==> config.mk <==
export PLATFORM = sky130hd
export DESIGN_NAME = mulApbTop
export DESIGN_NICKNAME = d
export VERILOG_FILES = /design/src/logic/mulPkg.sv /design/src/logic/apbPkg.sv /design/src/logic/prefixAdder.sv /design/src/logic/mulRow.sv /design/src/logic/mulArray.sv /design/src/logic/mulApbRegs.sv /design/src/logic/mulApbTop.sv
export SDC_FILE = /design/constraint.sdc
export NUM_CORES = 2
export LEC_CHECK = 0
export ABC_CLOCK_PERIOD_IN_PS = 13270
export BUFFER_PORTS_ARGS = -buffer_cell sky130_fd_sc_hd__buf_2
export CAP_MARGIN = 20
export CORE_MARGIN = 1.5
export CORE_UTILIZATION = 65
export CTS_CLUSTER_SIZE = 40
export DETAILED_ROUTE_END_ITERATION = 8
export PLACE_DENSITY = 0.82
export SETUP_SLACK_MARGIN = 0.2
export SLEW_MARGIN = 20
export SYNTH_ARGS = -nofsm -noshare
export SYNTH_HDL_FRONTEND = slang
export SYNTH_SLANG_ARGS = --single-unit
==> constraint.sdc <==
create_clock -name clk -period 13.27 [get_ports clk]
set_clock_uncertainty 0.05 [all_clocks]
set_input_delay 3.3175 -clock clk [delete_from_list [all_inputs] [get_ports clk]]
set_output_delay 3.3175 -clock clk [all_outputs]
set_load 0.005 [all_outputs]
==> src/logic/mulPkg.sv <==
package mulPkg;

	// operand and product sizes of the default array
	localparam int OperandWidth = 32;
	localparam int ProductWidth = 2 * OperandWidth;

	// adder rows between two pipeline registers
	localparam int DefaultRowsPerStage = 8;

	typedef logic [OperandWidth-1:0] operandT;

	// a is the multiplicand, b the multiplier
	typedef struct packed {
		logic valid;
		operandT a;
		operandT b;
	} mulReqT;

	typedef struct packed {
		operandT hi;
		operandT lo;
	} productHalvesT;

	// full word for the array, two halves for the register map
	typedef union packed {
		logic [ProductWidth-1:0] full;
		productHalvesT half;
	} productT;

	typedef struct packed {
		logic valid;
		productT product;
	} mulRspT;

endpackage

==> src/logic/apbPkg.sv <==
package apbPkg;

	localparam int AddrWidth = 8;
	localparam int DataWidth = 32;

	typedef struct packed {
		logic psel;
		logic penable;
		logic pwrite;
		logic [AddrWidth-1:0] paddr;
		logic [DataWidth-1:0] pwdata;
	} apbReqT;

	typedef struct packed {
		logic [DataWidth-1:0] prdata;
		logic pready;
		logic pslverr;
	} apbRspT;

	// register map
	localparam logic [AddrWidth-1:0] AddrOpA = 8'h00;
	localparam logic [AddrWidth-1:0] AddrOpB = 8'h04;
	localparam logic [AddrWidth-1:0] AddrCtrl = 8'h08;
	localparam logic [AddrWidth-1:0] AddrStatus = 8'h0C;
	localparam logic [AddrWidth-1:0] AddrResLo = 8'h10;
	localparam logic [AddrWidth-1:0] AddrResHi = 8'h14;

	// bit positions inside ctrl and status
	localparam int CtrlStartBit = 0;
	localparam int StatusBusyBit = 0;
	localparam int StatusDoneBit = 1;

endpackage

==> src/logic/prefixAdder.sv <==
`timescale 1ns/1ps

module prefixAdder #(
	parameter int Width = mulPkg::OperandWidth
) (
	input logic [Width-1:0] a,
	input logic [Width-1:0] b,
	output logic [Width-1:0] sum,
	output logic cout
);

	localparam int Levels = $clog2(Width);

	logic [Width-1:0] genBits;
	logic [Width-1:0] propBits;

	// bitwise generate and propagate
	assign genBits = a & b;
	assign propBits = a ^ b;

	// Kogge-Stone tree where the span doubles per level
	for (genvar lvl = 0; lvl < Levels; lvl++) begin : genLevel
		localparam int Span = 1 << lvl;

		logic [Width-1:0] gIn;
		logic [Width-1:0] pIn;
		logic [Width-1:0] gOut;

		if (lvl == 0) begin : genLeaf
			assign gIn = genBits;
			assign pIn = propBits;
		end else begin : genNode
			// group propagate of the previous level widened by its span
			assign pIn = genLevel[lvl-1].pIn & (genLevel[lvl-1].pIn << (Span / 2));
			assign gIn = genLevel[lvl-1].gOut;
		end

		// bits below Span already reach bit 0 and pass through
		assign gOut = gIn | (pIn & (gIn << Span));
	end

	// carry into bit i is the group generate of bits i-1 down to 0
	assign sum = propBits ^ {genLevel[Levels-1].gOut[Width-2:0], 1'b0};
	assign cout = genLevel[Levels-1].gOut[Width-1];

endmodule

==> src/logic/mulRow.sv <==
`timescale 1ns/1ps

module mulRow #(
	parameter int Width = mulPkg::OperandWidth
) (
	input logic [Width-1:0] acc,
	input logic accCarry,
	input logic [Width-1:0] a,
	input logic bBit,
	output logic [Width-1:0] sum,
	output logic cout,
	output logic productBit
);

	logic [Width-1:0] partial;
	logic [Width-1:0] shifted;

	// one row of partial products
	assign partial = a & {Width{bBit}};

	// previous sum moves down one place and its carry becomes the top bit
	assign shifted = {accCarry, acc[Width-1:1]};

	// the bit shifted out is final
	assign productBit = acc[0];

	prefixAdder #(
		.Width(Width)
	) prefixAdder_i (
		.a(shifted),
		.b(partial),
		.sum(sum),
		.cout(cout)
	);

endmodule

==> src/logic/mulArray.sv <==
`timescale 1ns/1ps

module mulArray #(
	parameter int Width = mulPkg::OperandWidth,
	parameter int RowsPerStage = mulPkg::DefaultRowsPerStage
) (
	input logic clk,
	input logic arstN,
	input mulPkg::mulReqT req,
	output mulPkg::mulRspT rsp
);
	import mulPkg::*;

	logic inValid;
	logic [Width-1:0] inA;
	logic [Width-1:0] inB;
	logic outValid;
	logic [2*Width-1:0] outProduct;

	// operand register in front of the rows
	always_ff @(posedge clk or negedge arstN) begin
		if (!arstN) begin
			inValid <= 1'b0;
		end else begin
			inValid <= req.valid;
		end
	end

	always_ff @(posedge clk) begin
		if (req.valid) begin
			inA <= req.a[Width-1:0];
			inB <= req.b[Width-1:0];
		end
	end

	for (genvar k = 0; k < Width; k++) begin : genRow
		// row results
		logic [Width-1:0] sumD;
		logic carryD;
		logic [Width-2:0] lowD;
		logic validD;
		// operands for this row with b shifted so its active bit sits at 0
		logic [Width-1:0] aQ;
		logic [Width-1:0] bQ;

		if (k == 0) begin : genFirst
			assign aQ = inA;
			assign bQ = inB;
			assign sumD = aQ & {Width{bQ[0]}};
			assign carryD = 1'b0;
			assign lowD = '0;
			assign validD = inValid;
		end else begin : genChain
			logic [Width-1:0] sumQ;
			logic carryQ;
			logic [Width-2:0] lowQ;
			logic productBit;

			if (k > 1 && (k - 1) % RowsPerStage == 0) begin : genStageReg
				always_ff @(posedge clk or negedge arstN) begin
					if (!arstN) begin
						validD <= 1'b0;
					end else begin
						validD <= genRow[k-1].validD;
					end
				end

				always_ff @(posedge clk) begin
					if (genRow[k-1].validD) begin
						sumQ <= genRow[k-1].sumD;
						carryQ <= genRow[k-1].carryD;
						lowQ <= genRow[k-1].lowD;
						aQ <= genRow[k-1].aQ;
						bQ <= genRow[k-1].bQ >> 1;
					end
				end
			end else begin : genStageWire
				assign validD = genRow[k-1].validD;
				assign sumQ = genRow[k-1].sumD;
				assign carryQ = genRow[k-1].carryD;
				assign lowQ = genRow[k-1].lowD;
				assign aQ = genRow[k-1].aQ;
				assign bQ = genRow[k-1].bQ >> 1;
			end

			mulRow #(
				.Width(Width)
			) mulRow_i (
				.acc(sumQ),
				.accCarry(carryQ),
				.a(aQ),
				.bBit(bQ[0]),
				.sum(sumD),
				.cout(carryD),
				.productBit(productBit)
			);

			// retired bits enter at the top and walk down to their place
			assign lowD = {productBit, lowQ[Width-2:1]};
		end
	end

	// last boundary holds the assembled product
	always_ff @(posedge clk or negedge arstN) begin
		if (!arstN) begin
			outValid <= 1'b0;
		end else begin
			outValid <= genRow[Width-1].validD;
		end
	end

	always_ff @(posedge clk) begin
		if (genRow[Width-1].validD) begin
			outProduct <= {genRow[Width-1].carryD, genRow[Width-1].sumD, genRow[Width-1].lowD};
		end
	end

	always_comb begin
		rsp.valid = outValid;
		rsp.product.full = ProductWidth'(outProduct);
	end

endmodule

==> src/logic/mulApbRegs.sv <==
`timescale 1ns/1ps

module mulApbRegs (
	input logic clk,
	input logic arstN,
	input apbPkg::apbReqT apbReq,
	output apbPkg::apbRspT apbRsp,
	output mulPkg::mulReqT mulReq,
	input mulPkg::mulRspT mulRsp
);
	import apbPkg::*;
	import mulPkg::*;

	operandT opA;
	operandT opB;
	productT result;
	logic busy;
	logic done;

	logic access;
	logic wrAccess;
	logic rdAccess;
	logic mapped;
	logic startReq;
	logic startOk;
	logic [DataWidth-1:0] readWord;

	// no wait states so everything happens in the access cycle
	assign access = apbReq.psel & apbReq.penable;
	assign wrAccess = access & apbReq.pwrite;
	assign rdAccess = access & ~apbReq.pwrite;

	assign startReq = wrAccess && (apbReq.paddr == AddrCtrl) && apbReq.pwdata[CtrlStartBit];
	// refused while a product is in flight
	assign startOk = startReq & ~busy;

	// address decode and read mux
	always_comb begin
		mapped = 1'b1;
		readWord = '0;
		case (apbReq.paddr)
			AddrOpA: begin
				readWord = opA;
			end
			AddrOpB: begin
				readWord = opB;
			end
			AddrCtrl: begin
				// start is a pulse, reads back as zero
				readWord = '0;
			end
			AddrStatus: begin
				readWord[StatusBusyBit] = busy;
				readWord[StatusDoneBit] = done;
			end
			AddrResLo: begin
				readWord = result.half.lo;
			end
			AddrResHi: begin
				readWord = result.half.hi;
			end
			default: begin
				mapped = 1'b0;
			end
		endcase
	end

	always_comb begin
		apbRsp.prdata = rdAccess ? readWord : '0;
		apbRsp.pready = 1'b1;
		apbRsp.pslverr = access & (~mapped | (startReq & busy));
	end

	// operand registers
	always_ff @(posedge clk or negedge arstN) begin
		if (!arstN) begin
			opA <= '0;
			opB <= '0;
		end else if (wrAccess) begin
			if (apbReq.paddr == AddrOpA) begin
				opA <= apbReq.pwdata;
			end
			if (apbReq.paddr == AddrOpB) begin
				opB <= apbReq.pwdata;
			end
		end
	end

	// a response only arrives while busy, so it never meets a start
	always_ff @(posedge clk or negedge arstN) begin
		if (!arstN) begin
			busy <= 1'b0;
			done <= 1'b0;
		end else if (startOk) begin
			busy <= 1'b1;
			done <= 1'b0;
		end else if (mulRsp.valid) begin
			busy <= 1'b0;
			done <= 1'b1;
		end
	end

	always_ff @(posedge clk or negedge arstN) begin
		if (!arstN) begin
			result <= '0;
		end else if (mulRsp.valid) begin
			result <= mulRsp.product;
		end
	end

	// operands go out together with the start pulse
	always_comb begin
		mulReq.valid = startOk;
		mulReq.a = opA;
		mulReq.b = opB;
	end

endmodule

==> src/logic/mulApbTop.sv <==
`timescale 1ns/1ps

module mulApbTop (
	input logic clk,
	input logic arstN,
	input apbPkg::apbReqT apbReq,
	output apbPkg::apbRspT apbRsp
);
	import mulPkg::*;

	mulReqT mulReq;
	mulRspT mulRsp;

	mulApbRegs mulApbRegs_i (
		.clk(clk),
		.arstN(arstN),
		.apbReq(apbReq),
		.apbRsp(apbRsp),
		.mulReq(mulReq),
		.mulRsp(mulRsp)
	);

	// 32 bit array with a register after every eight rows
	mulArray #(
		.Width(OperandWidth),
		.RowsPerStage(DefaultRowsPerStage)
	) mulArray_i (
		.clk(clk),
		.arstN(arstN),
		.req(mulReq),
		.rsp(mulRsp)
	);

endmodule

==> impl_metrics.csv <==
group,metric,value,unit
route,drtIter0Drc,4812,
synth,ys_warn_count,0,
global_route,grt_pass1_wl,300000,um
global_route,grt_pass1_vias,59900,
pwr,pwr_density_cell,44.8,nW/um^2
synth,netlist_top_cells_area,"edfxtp_1 17%, ha_1 17%, and2_1 9.4%",
sta,tightest_slew,0.988,ns
sta,fin_crit,12.69,ns
run_status,run_status,"finished, final reports clean",
critical_path,critPathKind,"register to register",
pwr,peakVddDrop,0.000105,V
global_route,overflow,0,
hold_path,worstHoldPathCells,0,
synth,synth_top_area_share,17.4,%
sta,hold_viol,0,
route,antenna_left,0,
route,avgViaCountPerCell,6.38,
cells_and_area,fin_nets,9514,
cts,htree_levels,2,
route,totalWireLength,188000,um
critical_path,cp_slowest_cell,"or4_1",
pwr,cellLeakagePower,0.0366,uW
cts,cts_buffer_depth,3,
cts,worstSkewPairLatency,0.66,ns
route,vias,63700,
synth,synth_area_leader_cell,"edfxtp_1",
hold_path,min_path_type,"register to register",
critical_path,slowest_delay,0.53,ns
route,wl_per_cell,18.9,um
synth,postSynthAreaPerCell,8.52,sq um
synth,syn_nets,9474,
cts,cts_num_sinks,551,
synth,synthCells,8407,
sta,setup_viol,0,
synth,yosysMostFrequentCell,"and2_1",
critical_path,cp_max_fo,30,
critical_path,critPathArrivalTime,12.99,ns
floorplan,core,109000,sq um
cells_and_area,syn2layout_area_growth,7.68,%
synth,yosys_register_bits,551,
floorplan,initial_core_util,65.7,%
sta,setup-tns-final,0,ns
placement,gp_routability_congestion,0.947,
route,drc,0,
synth,syn_area,71700,sq um
critical_path,ff2ff_path_depth,58,
pwr,p_total,3450,uW
sta,relSlewSlack,34.1,%
placement,place_hpwl,144000,um
critical_path,worstSetupEndpointType,"register",
route,firstDrtPassIters,8,
cts,ctsHoldBuffers,0,
sta,report.final.slew_viol_count,0,
floorplan,fp.dieH,335,um
synth,synth-seq-area-share,22.1,%
floorplan,die_w,335,um
floorplan,ios,79,
synth,synthArstFlopShare,24.5,%
synth,ys.flop_type,"edfxtp_1",
placement,port_buffers,77,
synth,synth_cell_type_count,94,
global_route,antenna_found_initial,13,
synth,synthTopCellsByCount,"1077 x and2_1, 991 x ha_1, 798 x a21oi_1",
synth,synth-edff-count,416,
cts,tritoncts,"built",
sta,max_freq,0.0788,GHz
cts,cts_inserted_buffers,54,
flow_run,maxCapViolations,0,
global_route,grt_max_degree,83,
cts,clk_pin_slew,0.06,ns
global_route,grt_usage,32.0,%
cells_and_area,nFillCells,8342,
sta,fin_crit_sh,95.7,%
critical_path,cp_common_cell,"a21o_1",
critical_path,required,13.56,ns
floorplan,rows,121,
critical_path,start_kind,"register",
cells_and_area,drive_gt1_share,8.47,%
floorplan,die_area,112000,sq um
cts,cts_root_buf,"clkbuf_16",
==> through the flow <==
stage | setup slack (ns) | cell area [sq um] | hold WS, ns | cells | utilization [%]
2_1_floorplan | 1.24 | 71700 | 0.350 | 8407 | -
3_3_place_gp | 0.189 | 73400 | 0.351 | 9783 | 67.2
3_5_place_dp | -0.0366 | 73400 | 0.355 | 9783 | 67.2
4_1_cts | 0.176 | 75300 | 0.319 | 9886 | 69.0
5_1_grt | -0.102 | 77100 | 0.331 | 9969 | 70.7
6_report | 0.575 | 77200 | 0.313 | 9976 | 70.7
==> layer usage <==
layer / routed length, um / vias to the layer above / part of all wire (%) / track usage [%]
met5: 50 / - / 0.027 / 0
met4: 7160 / 8 / 3.8 / 11.6
met3: 11100 / 501 / 5.9 / 3.48
met2: 90500 / 1917 / 48 / 56.3
met1: 79700 / 30400 / 42 / 40.4
li1: - / 30900 / - / -
==> cell families after synthesis <==
kind of cell	Yosys count	synth area share, %
compound gates	2596	23.5
xor+xnor	860	10.5
fa+ha+maj	1022	18.2
buf+inv	477	2.52
flops	551	22.1
mux	193	2.92
other cells	1	0.00523
simple gates	2707	20.3
==> worst paths after layout <==
check | startpoint | end | slack [ns]
hold reg to reg | mulArray_i.genRow[25].genChain.lowQ[29] | mulArray_i.outProduct[22] | 0.31
setup reg to reg | mulArray_i.genRow[17].bQ[0] | mulArray_i.genRow[25].genChain.sumQ[31] | 0.58
hold / removal | mulArray_i.genRow[25].genChain.lowQ[29] | mulArray_i.outProduct[22] | 0.31
setup / recovery | mulArray_i.genRow[17].bQ[0] | mulArray_i.genRow[25].genChain.sumQ[31] | 0.58
max in group asynchronous | arstN | mulArray_i.genRow[10].validD | 9.14
min in group asynchronous | arstN | mulApbRegs_i.opA[4] | 2.67
==> worst max-delay path, delay by kind of cell (launching register included) <==
family	cells	cell delay, ns
flip-flops	1	0.44
adder cells (fa/ha/maj)	8	2.42
XOR/XNOR	8	1.39
AO/OA/AOI/OAI	33	6.27
buffers and inverters	1	0.20
AND/OR/NAND/NOR	8	1.57
==> state kept, by name, indices dropped and copies added, names as in the netlist <==
| name | cells |
|---|---|
| mulApbRegs_i.opA | 32 |
| mulApbRegs_i.opB | 32 |
| mulApbRegs_i.done | 1 |
| mulArray_i.genRow.genChain.carryQ | 3 |
| mulApbRegs_i.result | 64 |
| mulArray_i.genRow.genChain.lowQ | 48 |
| mulArray_i.genRow.bQ | 77 |
| mulArray_i.outValid | 1 |
| mulArray_i.genRow.validD | 4 |
| mulArray_i.genRow.genChain.sumQ | 96 |
| mulArray_i.genRow.aQ | 128 |
| mulApbRegs_i.busy | 1 |
| mulArray_i.outProduct | 64 |
==> area by class of cell <==
class / count / area, sq um / share of cell area [%]
multi-input combinational: 7379 / 55300 / 71.6
clock buffer: 71 / 1450 / 1.87
sequential: 551 / 15900 / 20.6
tap: 1476 / 1850 / 2.39
inverter: 271 / 1020 / 1.32
timing repair buffer: 190 / 1320 / 1.71
antenna: 7 / 17.5 / 0.0227
clock inverter: 31 / 369 / 0.478
==> power by group <==
group          total [uW]  internal, uW  leakage, uW  switching [uW]
clock network        1570           862     0.000874             711
logic                41.2          13.1       0.0300            28.1
registers            1840          1840      0.00572            2.97
==> repair_timing <==
action,in CTS,in global routing
gates cloned,0,2
resized for setup,16,316
setup buffers,1,81
setup endpoints to repair,13,37
pin swaps,2,98
==> placed cells by master, fill, tap and decap left out, types with 65 or more instances in the layout <==
cell type / count
nand4_1: 87
dfrtp_1: 130
buf_4: 108
a21oi_1: 747
inv_1: 270
mux2i_1: 65
nor2_1: 458
and3_1: 86
nor2b_1: 106
ha_1: 929
buf_2: 75
o21a_1: 133
a31oi_1: 69
and2_1: 1074
xnor2_1: 613
edfxtp_1: 416
xor2_1: 244
o21bai_1: 121
o21ai_0: 361
nand2_1: 414
nand3_1: 157
nor3_1: 91
nand2b_1: 77
a21o_1: 545
mux2_2: 128
(Power assumes the default switching activity.)
